`config.mk`:
```
export PLATFORM = sky130hd
export DESIGN_NAME = weight_write_arbiter
export DESIGN_NICKNAME = d
export VERILOG_FILES = /design/src/logic/weight_mem_pkg.sv /design/src/logic/weight_write_arbiter.sv
export VERILOG_INCLUDE_DIRS = /design/src /design/src/include
export SDC_FILE = /design/constraint.sdc
export NUM_CORES = 1
export LEC_CHECK = 0
export CAP_MARGIN = 0
export CELL_PAD_IN_SITES_DETAIL_PLACEMENT = 1
export CELL_PAD_IN_SITES_GLOBAL_PLACEMENT = 2
export CORE_ASPECT_RATIO = 0.7
export CORE_MARGIN = 4
export CORE_UTILIZATION = 35
export CTS_BUF_LIST = sky130_fd_sc_hd__clkbuf_8 sky130_fd_sc_hd__clkbuf_16
export CTS_CLUSTER_SIZE = 30
export DETAILED_ROUTE_END_ITERATION = 10
export DONT_BUFFER_PORTS = 1
export PLACE_DENSITY = 0.72
export SETUP_SLACK_MARGIN = 0.15
export SLEW_MARGIN = 30
export SYNTH_ARGS = -nofsm -noshare
export SYNTH_HDL_FRONTEND = slang
export SYNTH_SLANG_ARGS = --single-unit
```
`constraint.sdc`:
```
create_clock -name clk -period 2.16 [get_ports clk]
set_input_delay 0.432 -clock clk [delete_from_list [all_inputs] [get_ports clk]]
set_output_delay 0.432 -clock clk [all_outputs]
set_load 0.01 [all_outputs]
```
`src/include/weight_mem_defs.svh`:
```
`ifndef WEIGHT_MEM_DEFS_SVH
`define WEIGHT_MEM_DEFS_SVH

// Array dimension, weights per word and words per tile
`define WB_N_DIM 4
`define WB_WEIGHT_W 8

// 4096 words over two banks
`define WB_ADDR_W 12
`define WB_ROW_ADDR_W 9
`define WB_BANK_ROWS (1 << `WB_ROW_ADDR_W)

// Codes on the 3-bit mode input
`define WB_MODE_FC 3'd0
`define WB_MODE_CNN 3'd1

`endif

```
`src/logic/weight_mem_pkg.sv`:
```
`include "weight_mem_defs.svh"

package weight_mem_pkg;

	// One signed weight
	typedef logic signed [`WB_WEIGHT_W-1:0] weight_t;

	// Four weights, lane 0 in the low bits
	typedef weight_t [`WB_N_DIM-1:0] weight_word_t;

	// Four words, row 0 in the low bits
	typedef weight_word_t [`WB_N_DIM-1:0] weight_tile_t;

	// Bit 11 is the bank, bits 10:2 the row, bits 1:0 the lane
	typedef logic [`WB_ADDR_W-1:0] word_addr_t;

endpackage

```
`src/logic/weight_write_arbiter.sv`:
```
`include "weight_mem_defs.svh"

module weight_write_arbiter import weight_mem_pkg::*; (
	input logic clk,
	input logic reset,
	input logic fc_wr_en,
	input logic cnn_wr_en,
	input word_addr_t fc_wr_addr,
	input word_addr_t cnn_wr_addr,
	input weight_word_t fc_wr_data,
	input weight_word_t cnn_wr_data,
	output logic bank0_wr_en,
	output logic bank1_wr_en,
	output logic [`WB_ROW_ADDR_W-1:0] wr_row,
	output logic [1:0] wr_lane,
	output weight_word_t wr_data
);

	logic hold_valid;
	word_addr_t hold_addr;
	weight_word_t hold_data;

	logic grant_fc;
	logic grant_hold;
	logic grant_cnn;
	logic park_cnn;
	logic grant_any;
	word_addr_t grant_addr;
	weight_word_t grant_data;

	// FC always wins, a parked CNN write goes next, a fresh CNN write last
	assign grant_fc = fc_wr_en;
	assign grant_hold = hold_valid && !fc_wr_en;
	assign grant_cnn = cnn_wr_en && !fc_wr_en && !hold_valid;
	assign park_cnn = cnn_wr_en && (fc_wr_en || hold_valid); // CNN lost the port this cycle
	assign grant_any = grant_fc || grant_hold || grant_cnn;

	always_comb begin
		grant_addr = fc_wr_addr;
		grant_data = fc_wr_data;
		if (grant_hold) begin
			grant_addr = hold_addr;
			grant_data = hold_data;
		end else if (grant_cnn) begin
			grant_addr = cnn_wr_addr;
			grant_data = cnn_wr_data;
		end
	end

	always_ff @(posedge clk or negedge reset) begin
		if (!reset) begin
			hold_valid <= 1'b0;
		end else if (park_cnn) begin
			hold_valid <= 1'b1;
		end else if (grant_hold) begin
			hold_valid <= 1'b0;
		end
	end

	always_ff @(posedge clk) begin
		if (park_cnn) begin
			hold_addr <= cnn_wr_addr;
			hold_data <= cnn_wr_data;
		end
	end

	// The address MSB steers the strobe, the rest of the write bus is shared
	assign bank0_wr_en = grant_any && !grant_addr[`WB_ADDR_W-1];
	assign bank1_wr_en = grant_any && grant_addr[`WB_ADDR_W-1];
	assign wr_row = grant_addr[`WB_ADDR_W-2:2];
	assign wr_lane = grant_addr[1:0];
	assign wr_data = grant_data;

	// A second collision before the parked write drains would lose a write
	a_no_hold_overflow: assert property (
		@(posedge clk) disable iff (!reset)
		hold_valid |-> !(fc_wr_en && cnn_wr_en)
	) else $error("weight_write_arbiter collision while the CNN hold register is full");

endmodule

```
==> impl_metrics.tcl, run 1 <==
set metrics [dict create \
    track_usage_pct 15.97 \
    combPwrFrac_pct 22.8 \
    multi_input_area_um2 1410 \
    area_growth_pct 9.483 \
    critPathKind "flop to output pin" \
    grt_pass1_wl_mm 13.20 \
    drcViolationCount 0 \
    maxSlewHeadroom_pct 76.27 \
    vias 2179 \
    drtIter0Drc 63 \
    numCtsBuffers 5 \
    synth_area_um2 3048 \
    yosys_warnings 0 \
    num-fill-cells 912 \
    clock_power_share_pct 31.4 \
    hp-class "input pin to flop" \
    fin_nets 345 \
    first_global_vias 2377 \
    fmax_ghz 0.5092 \
    seqPwrFrac_pct 45.8 \
    status "finished clean" \
    drt_pass1_iterations 4 \
    yosysSeqAreaShare_pct 44.17 \
    wl_per_cell_um 22.78 \
    required_ns 1.73 \
    antenna_found_initial 0 \
    swShare_pct 28.12 \
    slew_viol_final 0 \
    peakVddDrop_mv 0.3111 \
    period_share_pct 90.91 \
    layout_commonest_cell "nor3_2" \
    total_leakage_power_nw 1.022 \
    ys_seq_elements 45 \
    end_kind "output pin" \
    critPathLaunchType "flop" \
    synth_nets 352 \
    grt_start_max_net_pins 49 \
    antenna_left 0 \
    skew_ns 0.002948 \
    hold_viol_final 0 \
    clk_pin_slew_ns 0.06 \
    fp.coreArea_um2 8478 \
    num_io_pins 137 \
    clock_path_buffers 2 \
    switchingPower_mw 0.6426 \
    worstPathArrival_ns 1.53 \
    power.internal_mw 1.642 \
    yosysTopAreaCell "edfxtp_1" \
    syn_area_per_cell_um2 11.72 \
    clk_latency_ns 0.28 \
    cts.sinks 45 \
    powerDensity_nw_per_um2 684.8 \
    place.gp.congestion 0.6818 \
    hpwl_mm 5.620 \
    synth_cell_types 21 \
    max-cap-violations 0 \
    syn_inst 260 \
    portBuffers 0 \
    setup_viol 0 \
    drive_gt1_share_pct 42.91 \
    viasPerCell 5.826 \
    rsz0062_at_grt "yes" \
    finalSetupTns_ns 0 \
    crit_path_max_fanout 19 \
    htree_num_levels 2 \
    die_area_um2 10290 \
    wirelength_mm 8.521 \
    final_cells 374 \
    die_y_um 86.08 \
    rows 28 \
    start_util_pct 35.95 \
    synth_area_leaders "edfxtp_1 43%, nor3_2 27%, o22ai_1 8.8%, nor3_1 7.9%, buf_6 4.1%" \
    grt.overflow.total 0 \
    cts_tree "done" \
    root_buffer "clkbuf_16" \
    yosysTopAreaCellShare_pct 43.35 \
    fin_crit_ns 1.964 \
    dpl.cell_count 361 \
    die_width_um 119.5 \
    ff_latch_area_um2 1350 \
    layout_common_cells "82 x nor3_2, 47 x nor3_1, 44 x edfxtp_1" \
    antenna_cells 0 \
    worst_pin_slew_ns 0.3560 \
]
[final timing paths]
| kind | startpoint | to | slack (ns) | cells past startpoint |
|---|---|---|---|---|
| max | hold_valid | wr_data[0] | 0.20 | 5 |
| min | cnn_wr_addr[10] | hold_addr[10] | 0.25 | 0 |
| max reg2reg | hold_valid | hold_data[22] | 0.43 | 3 |
| min reg2reg | hold_valid | hold_valid | 1.05 | 2 |
| max in group asynchronous | reset | hold_valid | 1.66 | 1 |
| min in group asynchronous | reset | hold_valid | 0.37 | 1 |
[cell usage after synthesis (all sizes together)]
cell    count
inv         2
o21ai       1
o21a        2
a221oi      1
maj3        1
nor2        1
a21oi       2
o22ai      43
dfrtp       1
buf        29
clkbuf      1
nand2       1
nor3      129
edfxtp     44
nand2b      2
[power groups by stage]
stage	logic [mW]	clock network, mW	registers, mW
final	0.521	0.718	1.05
after global routing	0.563	0.788	1.05
after floorplan	0.431	0	1.05
after CTS	0.511	0.753	1.04
after detailed placement	0.481	0	1.06
after global placement	0.471	0	1.06
[metrics by stage]
step	area, um^2	utilization [%]	hold WS, ns	worst slack, ns	total power [mW]
6_report	3337	39.36	0.2477	0.1963	2.285
5_1_grt	3337	39.36	0.2297	0.1034	2.403
4_1_cts	3284	38.74	0.2378	0.1474	2.308
3_5_place_dp	3090	36.45	0.1365	0.3242	1.542
3_3_place_gp	3090	36.45	0.1365	0.3521	1.529
2_1_floorplan	3049	-	0.1364	0.3903	1.486
[what timing repair did]
action | CTS | global route
buffers inserted | 0 | 2
hold buffers | 1 | 0
pin swaps | 0 | 0
hold endpoints to repair | 1 | 0
gates cloned | 1 | 1
setup endpoints to repair | 15 | 36
resized for setup | 3 | 2
[critical path: stages (launching register included)]
cell,delay (ns)
dfrtp_4,0.55
nand2b_4,0.17
buf_12,0.17
o22ai_1,0.08
nor3_1,0.14
buf_4,0.15
[registers in the layout (all words and copies together) (netlist names)]
signal      count
hold_valid      1
hold_addr      12
hold_data      32
[area by class of cell]
| type | instances | area share [%] |
|---|---|---|
| Inverter | 2 | 0.2250 |
| Clock buffer | 5 | 3.750 |
| Multi-Input combinational cell | 183 | 42.26 |
| Clock inverter | 3 | 0.4124 |
| Tap cell | 120 | 4.499 |
| Timing Repair Buffer | 16 | 8.399 |
| Sequential cell | 45 | 40.46 |
[logic make-up (layout without fill, tap and decap cells)]
group / count (synthesis) / after routing / share of synthesized area (%)
AND/OR/NAND/NOR: 133 / 133 / 35.39
flip-flops: 45 / 45 / 44.17
buffers and inverters: 32 / 26 / 10.02
AO/OA/AOI/OAI: 49 / 49 / 10.10
adder cells (fa/ha/maj): 1 / 1 / 0.3284
[per-layer routing]
metal	part of all wire [%]	GRT usage (%)	vias up
met5	0	0	-
li1	-	-	1007
met3	10	6.987	2
met4	0.22	1.559	0
met2	47	26.18	87
met1	43	20.45	1083
(Power assumes the default switching activity.)
==> inputs of run 2 (changes only) <==
Settings changed: HOLD_SLACK_MARGIN from default to 0.03, PLACE_DENSITY 0.72 to default, PLACE_DENSITY_LB_ADDON from default to 0.12.
==> run 2 against run 1 <==
Clock skew down 0.0018 ns. Non-clock buffer count increased by 2. Routed wire length rose by 1.6%. Sequential power about the same. Via count down 1.7%. Final cell count up 0.53%. Clock power is 1% higher. Critical path depth unchanged. Die area is the same. Critical endpoint unchanged. Largest cell class unchanged.
==> impl_metrics.tcl, run 2 (synthesis gave the netlist of run 1 again) <==
set metrics [dict create \
    portBuffers 0 \
    rsz0062_at_grt "yes" \
    rows 28 \
    end_kind "output pin" \
    clk_pin_slew_ns 0.06 \
    die_y_um 86.08 \
    multi_input_area_um2 1405 \
    total_leakage_power_nw 0.9992 \
    clk_latency_ns 0.28 \
    cts.sinks 45 \
    drtIter0Drc 49 \
    peakVddDrop_mv 0.3080 \
    layout_common_cells "81 x nor3_2, 48 x nor3_1, 44 x edfxtp_1" \
    finalSetupTns_ns 0 \
    numCtsBuffers 5 \
    layout_commonest_cell "nor3_2" \
    num_io_pins 137 \
    max-cap-violations 0 \
    track_usage_pct 17.01 \
    wl_per_cell_um 23.03 \
    drt_pass1_iterations 4 \
    design_power_total_mw 2.267 \
    status "finished clean" \
    antenna_left 0 \
    grt_start_max_net_pins 49 \
    required_ns 1.73 \
    hpwl_mm 5.612 \
    fin_crit_ns 1.988 \
    ff_latch_area_um2 1350 \
    worstPathArrival_ns 1.56 \
    vias 2143 \
    die_area_um2 10290 \
    grt.overflow.total 0 \
    worst_pin_slew_ns 0.4056 \
    r2r_start "hold_valid" \
    setup_viol 0 \
    setup.worst_path.start "hold_valid" \
    antenna_found_initial 0 \
    clock_path_buffers 2 \
    maxSlewHeadroom_pct 72.96 \
    fin_nets 347 \
    critPathLaunchType "flop" \
    place.gp.congestion 0.6787 \
    post-route-util_pct 38.50 \
    drcViolationCount 0 \
    largest_reg_flops 32 \
    period_share_pct 92.02 \
    regMostFlops "hold_data" \
    slew_viol_final 0 \
    fmax_ghz 0.5031 \
    viasPerCell 5.699 \
    area_growth_pct 7.102 \
    wirelength_mm 8.661 \
    htree_num_levels 2 \
    fp.coreArea_um2 8478 \
    critPathKind "flop to output pin" \
    top_regs "hold_data: 32 flops, hold_addr: 12 flops, hold_valid: 1 flops" \
    powerDensity_nw_per_um2 694.3 \
    antenna_cells 0 \
    first_global_vias 2256 \
    grt_pass1_wl_mm 13.63 \
    die_width_um 119.5 \
    hp-class "input pin to flop" \
    start_util_pct 35.95 \
    crit_path_max_fanout 16 \
    hold_viol_final 0 \
    num-fill-cells 930 \
    cts_tree "done" \
    root_buffer "clkbuf_16" \
    hp-start "cnn_wr_data[18]" \
    drive_gt1_share_pct 42.19 \
    skew_ns 0.001162 \
]
-- run 2: area by class of cell --
| cell class | instances | area share (%) |
|---|---|---|
| clock buffer | 5 | 3.833 |
| clock inverter | 3 | 0.3450 |
| inverter | 2 | 0.2300 |
| multi-input combinational | 183 | 43.04 |
| sequential | 45 | 41.36 |
| tap | 120 | 4.599 |
| timing repair buffer | 18 | 6.593 |
-- run 2: power by group --
group,switching [mW],internal [mW]
Clock,0.309,0.417
Sequential,0.0189,1.03
Combinational,0.319,0.177
-- run 2: through the flow --
| step | hold WS, ns | instances | cell area (um^2) | setup slack (ns) |
|---|---|---|---|---|
| 3_5_place_dp | 0.1365 | 363 | 3055 | 0.3375 |
| 2_1_floorplan | 0.1364 | 260 | 3049 | 0.3903 |
| 3_3_place_gp | 0.1365 | 363 | 3055 | 0.3554 |
| 6_report | 0.2449 | 376 | 3264 | 0.1723 |
| 5_1_grt | 0.2282 | 376 | 3264 | 0.1103 |
| 4_1_cts | 0.2355 | 373 | 3247 | 0.1434 |
-- run 2: final timing paths --
kind	cells past startpoint	slack, ns	endpoint
max	5	0.17	wr_data[0]
max in group asynchronous	1	1.68	hold_valid
min reg2reg	2	1.03	hold_valid
min	0	0.24	hold_data[18]
max reg2reg	3	0.46	hold_data[24]
min in group asynchronous	1	0.36	hold_valid
-- run 2: per-layer routing --
metal  track usage (%)  vias to the layer above  share of wire, %
met5                 0                        -                 0
met4             3.430                        0              0.84
met3             6.394                        7               9.0
met2             25.77                       82                45
met1             23.39                     1040                45
li1                  -                     1014                 -
-- run 2: worst max-delay path, cell delays in order, from the launching register on --
cell      delay (ns)
dfrtp_4         0.54
nand2b_4        0.17
buf_12          0.17
o22ai_1         0.07
nor3_1          0.17
buf_4           0.16
-- run 2: repair_timing --
item | CTS | global route
setup endpoints to repair | 25 | 35
resized for setup | 3 | 1
cloned | 1 | 0
hold buffers | 1 | 0
pin swaps | 0 | 1
hold endpoints to repair | 1 | 0
buffers inserted | 0 | 3
