## src/include/weight_mem_defs.svh

```systemverilog
`ifndef WEIGHT_MEM_DEFS_SVH
`define WEIGHT_MEM_DEFS_SVH

// Array dimension, weights per word and words per tile
`define WB_N_DIM 4
`define WB_WEIGHT_W 8

// 4096 words over two banks
`define WB_ADDR_W 12
`define WB_ROW_ADDR_W 9
`define WB_BANK_ROWS (1 << `WB_ROW_ADDR_W)

// Codes on the 3-bit mode input
`define WB_MODE_FC 3'd0
`define WB_MODE_CNN 3'd1

`endif

```

## src/logic/weight_mem_pkg.sv

```systemverilog
`include "weight_mem_defs.svh"

package weight_mem_pkg;

	// One signed weight
	typedef logic signed [`WB_WEIGHT_W-1:0] weight_t;

	// Four weights, lane 0 in the low bits
	typedef weight_t [`WB_N_DIM-1:0] weight_word_t;

	// Four words, row 0 in the low bits
	typedef weight_word_t [`WB_N_DIM-1:0] weight_tile_t;

	// Bit 11 is the bank, bits 10:2 the row, bits 1:0 the lane
	typedef logic [`WB_ADDR_W-1:0] word_addr_t;

endpackage

```

## src/logic/weight_read_ctrl.sv

```systemverilog
`include "weight_mem_defs.svh"

module weight_read_ctrl import weight_mem_pkg::*; (
	input logic clk,
	input logic reset,
	input logic rd_en,
	input word_addr_t rd_addr,
	input word_addr_t weight_pointer,
	input logic [2:0] mode,
	output logic bank0_rd_en,
	output logic bank1_rd_en,
	output logic [`WB_ROW_ADDR_W-1:0] rd_row,
	input weight_tile_t bank0_tile,
	input weight_tile_t bank1_tile,
	output weight_tile_t read_word
);

	word_addr_t eff_addr;
	logic bank_sel;

	logic bank_sel_q;
	logic [1:0] lane_q;
	logic [2:0] mode_q;
	weight_tile_t sel_tile;

	assign eff_addr = rd_addr + weight_pointer; // Wraps at 4096
	assign bank_sel = eff_addr[`WB_ADDR_W-1];

	// Both modes fetch the full row, CNN picks its lane afterwards
	assign bank0_rd_en = rd_en && !bank_sel;
	assign bank1_rd_en = rd_en && bank_sel;
	assign rd_row = eff_addr[`WB_ADDR_W-2:2];

	// These line up with the bank data that returns on the next cycle
	always_ff @(posedge clk or negedge reset) begin
		if (!reset) begin
			bank_sel_q <= 1'b0;
			lane_q <= 2'd0;
			mode_q <= `WB_MODE_FC;
		end else if (rd_en) begin
			bank_sel_q <= bank_sel;
			lane_q <= eff_addr[1:0];
			mode_q <= mode;
		end
	end

	assign sel_tile = bank_sel_q ? bank1_tile : bank0_tile;

	always_comb begin
		read_word = '0;
		case (mode_q)
			`WB_MODE_FC: begin
				read_word = sel_tile;
			end
			`WB_MODE_CNN: begin
				read_word[0] = sel_tile[lane_q]; // Rows 1 to 3 stay zero
			end
			default: begin
				read_word = '0;
			end
		endcase
	end

	a_rd_mode_legal: assert property (
		@(posedge clk) disable iff (!reset)
		rd_en |-> (mode == `WB_MODE_FC || mode == `WB_MODE_CNN)
	) else $error("weight_read_ctrl read issued with illegal mode %0d", mode);

endmodule

```

## config.mk

```make
export PLATFORM = sky130hd
export DESIGN_NAME = weight_read_ctrl
export DESIGN_NICKNAME = d
export VERILOG_FILES = /design/src/logic/weight_mem_pkg.sv /design/src/logic/weight_read_ctrl.sv
export VERILOG_INCLUDE_DIRS = /design/src /design/src/include
export SDC_FILE = /design/constraint.sdc
export NUM_CORES = 1
export LEC_CHECK = 0
export BUFFER_PORTS_ARGS = -buffer_cell sky130_fd_sc_hd__buf_2
export CAP_MARGIN = 25
export CORE_AREA = 3 3 162 164
export DETAILED_ROUTE_END_ITERATION = 10
export DIE_AREA = 0 0 165 167
export PLACE_DENSITY = 0.51
export SYNTH_ARGS = -nofsm -noshare
export SYNTH_HDL_FRONTEND = slang
export SYNTH_SLANG_ARGS = --single-unit
```

## constraint.sdc

```tcl
create_clock -name clk -period 2.61 [get_ports clk]
set_clock_uncertainty 0.2 [all_clocks]
set_input_delay 0.3915 -clock clk [delete_from_list [all_inputs] [get_ports clk]]
set_output_delay 0.3915 -clock clk [all_outputs]
set_load 0.005 [all_outputs]
```

==> flow_metrics.py, run 1 <==
metrics = {
    "sta": {
        "drv_slew": 0,
        "fin_crit_ps": 2650,
        "rsz0062_at_grt": "true",
        "hold_viol": 0,
        "finalWorstSetupSlack_ps": -40.5,
        "max-slew-margin-rel": 0.627,
        "fmax_ghz": 0.377,
        "timing.final.crit_share": 1.02,
        "setup_viol": 8,
        "worst_slew_pin_slew_ps": 558,
    },
    "die": {
        "core_area_mm2": 0.0250,
        "ios": 425,
        "dieArea_mm2": 0.0276,
        "start_util": 0.175,
        "die_x_um": 165,
        "die_h_um": 167,
        "rows": 58,
    },
    "logic_synthesis": {
        "ys_seq_area_frac": 0.0343,
        "synth_cells": 526,
        "yosys-mux-area-fraction": 0.554,
        "synth-xor-area-share": 0.0200,
        "synth_cell_types": 29,
        "yosys.area.top_type": "mux2i_1",
        "synth-simple-area-share": 0.128,
        "synth_top_area_frac": 0.295,
        "synth_nets": 824,
        "synth_seq_cells": 6,
        "synth_top_family_by_area": "multiplexers",
        "avgSynthCellArea_um2": 8.33,
        "yosys.area_share.adder": 0.0360,
        "ys_warn_count": 0,
        "netlist_area_mm2": 0.00438,
        "synth_compound_area_frac": 0.144,
        "synthTopCellsByArea": "mux2i_1 (29%), mux4_2 (16%), mux2_2 (9.5%)",
    },
    "routing": {
        "drc": 0,
        "drt_iter0_drc": 217,
        "num_vias": 5932,
        "viasPerCell": 4.57,
        "antenna_left": 0,
        "maxUsedRoutingLayer": "met4",
        "totalWireLength_um": 24200,
        "wl_met3_um": 1770,
        "met1Wirelength_um": 10700,
        "first_pass_iters": 4,
        "wl_met2_um": 11600,
        "post_drt_wl_per_cell_um": 18.7,
    },
    "cts": {
        "cts_buffer_depth": 2,
        "numCtsBuffers": 3,
        "cts.sinks": 6,
        "cts_tree": "built",
        "clk_latency_ps": 230,
        "clk_pin_slew_ps": 30,
        "cts_root_buffer": "clkbuf_16",
        "cts_max_level": 1,
    },
    "critical_path": {
        "r2r-start": "bank_sel_q",
        "cp.arrival_ps": 2060,
        "crit_top_cell": "buf_12",
        "end_kind": "primary output",
        "cp_max_fo": 8,
        "path_buf_inv": 3,
        "cp.required_ps": 2020,
        "reg2reg_to": "bank_sel_q",
        "rr_worst_depth": 5,
        "ff2ff_setup_slack_ps": 1100,
        "critical_path.max_stage_delay_ps": 590,
        "cp_cell_sequence": "buf_12 > buf_12 > mux4_2 > nand2_2 > o21a_1 > o22ai_2 > buf_2",
        "crit_path_start_kind": "flip-flop",
        "critPathTopFamily": "multiplexers",
        "critPathKind": "reg2out",
        "cpMaxStageDelayCell": "mux4_2",
    },
    "min_path": {
        "min_to": "mode_q[2]",
        "hold_path_depth": 2,
        "min_from": "mode[2]",
        "min_path_type": "in2reg",
    },
    "global_route": {
        "antenna_found_initial": 0,
        "grt_max_degree": 82,
        "grt_pass1_vias": 5777,
        "grt_usage": 0.159,
        "grt_overflow_total": 0,
        "grt_pass1_wl_um": 34100,
    },
    "power": {
        "power_density_mw_per_mm2": 403,
        "leakage_nw": 3.97,
        "total_power_w": 0.00308,
        "max-vdd-ir-drop_v": 0.000248,
    },
    "cells_and_area": {
        "synthToLayoutAreaGrowth_pct": 74.7,
        "multi_input_area_mm2": 0.00403,
        "antenna_cells_inserted": 0,
        "nets": 1267,
        "layout.cells.non_filler": 1298,
        "nFillCells": 2750,
        "fin_util": 0.306,
        "drive_above_1_share": 0.632,
        "regArea_um2": 159,
    },
    "place": {
        "gp_congestion": 0.875,
        "dp.final_hpwl_um": 19600,
        "io_buffers": 424,
        "post-place-ws_ps": -89.9,
        "placed_cells": 1263,
    },
    "status": {
        "status": "finished, violations left",
        "violations": "setup timing",
    },
    "job": {
        "cap_viol_max_count": 0,
    },
}
-- repair_timing --
action,in CTS,in global routing
pin swaps,18,17
endpoints found under the hold margin,6,0
hold buffers,1,0
resized for setup,33,30
setup buffers,18,7
cloned,4,1
endpoints found under the setup margin,31,38
-- state kept, by name, indices dropped and copies added, names as in the netlist --
signal	cells
mode_q	3
lane_q	2
bank_sel_q	1
-- synthesized netlist by cell type (all sizes together) --
cell type / count
or3: 1
mux2: 37
a211oi: 4
or2: 3
o21bai: 3
xnor2: 6
mux2i: 129
mux4: 32
buf: 34
a21oi: 8
nand4: 2
inv: 2
fa: 1
o22ai: 32
o21a: 33
dfrtp: 6
xor2: 4
o211ai: 3
nor2: 101
nand2: 38
o21ai: 7
a21o: 2
ha: 11
a31o: 1
a21boi: 1
clkbuf: 25
-- worst register-to-register path, stage by stage, from the launching register on --
cell,delay [ps]
dfrtp_4,530
buf_6,160
buf_16,170
buf_4,160
nand2_1,50
o211ai_1,100
-- cells by family after synthesis --
| family | after synthesis |
|---|---|
| simple gates | 145 |
| mux | 198 |
| fa+ha+maj | 12 |
| compound gates | 94 |
| xor+xnor | 10 |
| buf+inv | 61 |
| flops | 6 |
-- metal layers --
| metal | vias up | track usage |
|---|---|---|
| met3 | 17 | 0.0189 |
| met1 | 2827 | 0.220 |
| li1 | 2828 | - |
| met4 | 0 | 0.0146 |
| met5 | - | 0 |
| met2 | 260 | 0.273 |
-- stage by stage --
step / area, µm² / hold slack [ps] / TNS, ps
floorplan: 4380 / -104 / 0
global placement: 7010 / 19.1 / -86.7
detailed placement: 7010 / 22.5 / -184
CTS: 7460 / 193 / -457
global route: 7650 / 202 / -1730
finish: 7650 / 193 / -180
-- final cells by class --
cell class,count,area share
timing repair buffer,497,0.388
multi-input combinational,459,0.526
inverter,2,0.000981
tap,330,0.0539
clock buffer,4,0.0103
sequential,6,0.0208
-- how the worst max path moves through the flow --
stage	from	endpoint	slack, ps	cells after the start
floorplan	rd_addr[0]	rd_row[8]	110	8
global placement	rd_addr[0]	rd_row[8]	-50	9
detailed placement	rd_addr[0]	rd_row[8]	-90	9
CTS	bank_sel_q	read_word[17]	-60	7
global route	bank_sel_q	read_word[17]	-120	7
finish	bank_sel_q	read_word[11]	-40	7
-- layout by cell type (no fill, tap or decap), drive strengths merged --
master       Yosys  final
buf             34    495
mux2i          129    129
nor2           101    101
nand2           38     38
mux2            37     37
o21a            33     33
mux4            32     32
o22ai           32     32
ha              11     11
a21oi            8      8
o21ai            7      7
xnor2            6      6
dfrtp            6      6
clkbuf          25      5
xor2             4      4
a211oi           4      4
o21bai           3      3
o211ai           3      3
or2              3      3
nand4            2      2
inv              2      2
a21o             2      2
or3              1      1
a31o             1      1
a21boi           1      1
fa               1      1
dlygate4sd3      0      1
-- report_power, final --
part	internal [W]	total [W]	leakage, nW	switching [W]
sequential	0.000111	0.000162	0.0676	0.0000508
combinational	0.00145	0.00266	3.87	0.00121
clock	0.000203	0.000257	0.0382	0.0000538
total	0.00177	0.00308	3.97	0.00131
Power figures use the tool's default switching activity.
==> run 2: changes to the inputs <==
--- a/config.mk
+++ b/config.mk
@@ -8,10 +8,10 @@
 export LEC_CHECK = 0
 export BUFFER_PORTS_ARGS = -buffer_cell sky130_fd_sc_hd__buf_2
 export CAP_MARGIN = 25
-export CORE_AREA = 3 3 162 164
+export CORE_AREA = 3 3 164 166
 export DETAILED_ROUTE_END_ITERATION = 10
-export DIE_AREA = 0 0 165 167
-export PLACE_DENSITY = 0.51
+export DIE_AREA = 0 0 167 169
+export PLACE_DENSITY = 0.5
 export SYNTH_ARGS = -nofsm -noshare
 export SYNTH_HDL_FRONTEND = slang
 export SYNTH_SLANG_ARGS = --single-unit
==> run 2 against run 1 <==
Effect of this change: the run still ends with setup timing left; clock power hardly changed; sequential share of layout area up 0.080 points; sequential power shrank 11%; highest routed layer is now met5.
==> flow_metrics.py, run 2 (synthesis gave the netlist of run 1 again) <==
metrics = {
    "cells_and_area": {
        "reg_top3": "mode_q x3, lane_q x2, bank_sel_q x1",
        "layout_commonest_cell": "buf_2",
        "synthToLayoutAreaGrowth_pct": 68.2,
        "largest_register": "mode_q",
        "nFillCells": 2834,
        "stdcell_area_mm2": 0.00737,
        "mostFrequentLayoutCells": "buf_2 (422), mux2i_1 (117), nor2_1 (101), mux2_2 (37), nand2_1 (34)",
        "drive_above_1_share": 0.614,
        "largest_register_ffs": 3,
        "nets": 1246,
        "fin_util": 0.286,
        "layout.cells.non_filler": 1283,
    },
    "sta": {
        "finalWorstSetupSlack_ps": -44.9,
        "timing.final.crit_share": 1.02,
        "setup_viol": 12,
        "hold_viol": 0,
        "worst_slew_pin_slew_ps": 421,
        "drv_slew": 0,
        "fmax_ghz": 0.377,
        "max-slew-margin-rel": 0.719,
        "finalSetupTns_ps": -209,
        "fin_crit_ps": 2650,
        "rsz0062_at_grt": "true",
    },
    "critical_path": {
        "crit_path_start_kind": "flip-flop",
        "cp.arrival_ps": 2060,
        "cp.required_ps": 2020,
        "critPathKind": "reg2out",
        "end_kind": "primary output",
        "cp_max_fo": 11,
    },
    "routing": {
        "post_drt_wl_per_cell_um": 18.1,
        "totalWireLength_um": 23200,
        "antenna_left": 0,
        "drt_iter0_drc": 209,
        "drc": 0,
        "first_pass_iters": 4,
        "viasPerCell": 4.47,
        "num_vias": 5735,
    },
    "die": {
        "start_util": 0.170,
        "die_h_um": 169,
        "core_area_mm2": 0.0258,
        "ios": 425,
        "rows": 59,
        "die_x_um": 167,
        "dieArea_mm2": 0.0282,
    },
    "power": {
        "pwr-share-comb": 0.860,
        "p_int_w": 0.00162,
        "max-vdd-ir-drop_v": 0.000171,
        "switchingPower_w": 0.00123,
        "leakage_nw": 3.82,
        "p_sw_frac": 0.432,
        "seqPwrFrac": 0.051,
        "pwr-share-clk": 0.090,
        "power_density_mw_per_mm2": 387,
    },
    "job": {
        "cap_viol_max_count": 0,
    },
    "place": {
        "dp.final_hpwl_um": 19700,
        "placed_cells": 1273,
        "io_buffers": 424,
        "placed_area_mm2": 0.00705,
        "gp_congestion": 0.893,
        "post-place-ws_ps": -54.3,
    },
    "global_route": {
        "grt_pass1_wl_um": 33700,
        "grt_pass1_vias": 5720,
        "grt_max_degree": 71,
        "gr-usage-met3": 0.0271,
        "antenna_found_initial": 2,
        "grt_util_met1": 0.210,
        "grt_usage": 0.150,
        "grt_overflow_total": 0,
        "grt_busiest_layer": "met2",
        "met2_usage": 0.247,
    },
    "cts": {
        "numCtsBuffers": 3,
        "cts_max_level": 1,
        "cts.sinks": 6,
        "cts_root_buffer": "clkbuf_16",
        "clk_latency_ps": 230,
        "cts_tree": "built",
        "cts_buffer_depth": 2,
        "clk_pin_slew_ps": 40,
    },
    "min_path": {
        "min_path_type": "in2reg",
    },
    "status": {
        "violations": "setup timing",
        "status": "finished, violations left",
    },
}
[run 2: cell count changes in the layout (fill, tap and decap cells not counted), sizes merged]
cell,previous run,this run
bufbuf,0,1
buf,495,474
clkbuf,5,4
diode,0,1
[run 2: power groups by stage]
stage	Sequential, W	Clock [W]	Combinational [W]
after floorplan	0.000112	0	0.00152
after global placement	0.000147	0	0.00235
after detailed placement	0.000148	0	0.00235
after CTS	0.000147	0.000262	0.00242
after global routing	0.000149	0.000264	0.00266
final	0.000144	0.000257	0.00246
[run 2: per-stage QoR]
step / power (W) / hold slack, ps
6_report: 0.00286 / 194
5_1_grt: 0.00308 / 205
4_1_cts: 0.00283 / 191
3_5_place_dp: 0.00250 / 29.2
3_3_place_gp: 0.00250 / 28.1
2_1_floorplan: 0.00163 / -104
[run 2: final cells by class]
| type | instances | area, µm² | share of cell area |
|---|---|---|---|
| diodes | 1 | 2.50 | 0.000339 |
| clock buffers | 4 | 78.8 | 0.0107 |
| inverters | 2 | 7.51 | 0.00102 |
| multi-input cells | 459 | 3990 | 0.542 |
| flip-flops and latches | 6 | 159 | 0.0216 |
| well taps | 335 | 419 | 0.0569 |
| repair buffers | 476 | 2710 | 0.368 |
[run 2: worst paths after layout]
| kind | start | end | slack (ps) | cells after the start |
|---|---|---|---|---|
| max | bank_sel_q | read_word[20] | -40 | 7 |
| min | mode[1] | mode_q[1] | 190 | 2 |
| max reg2reg | lane_q[0] | lane_q[0] | 1260 | 2 |
| min reg2reg | mode_q[1] | mode_q[1] | 350 | 1 |
| max in group asynchronous | reset | lane_q[0] | 1700 | 2 |
| min in group asynchronous | reset | bank_sel_q | 340 | 2 |
[run 2: worst max-delay path, cell delays in order (launching register included)]
cell,delay [ps]
dfrtp_4,530
buf_12,180
buf_4,200
mux2i_2,200
mux2_2,280
o21a_1,170
o22ai_1,110
buf_2,150
[run 2: repair_timing]
| item | CTS | global route |
|---|---|---|
| gates cloned | 1 | 0 |
| buffers inserted | 1 | 2 |
| endpoints found under the setup margin | 37 | 38 |
| pin swaps | 1 | 13 |
| resized for setup | 12 | 29 |
| hold buffers | 1 | 0 |
| endpoints found under the hold margin | 6 | 0 |
[run 2: routing by layer]
layer	part of all wire	wire length (µm)	vias to the layer above
met4	0.011	256	2
met5	0.00086	20	-
met1	0.45	10400	2686
met2	0.47	10900	240
met3	0.066	1530	20
li1	-	-	2787
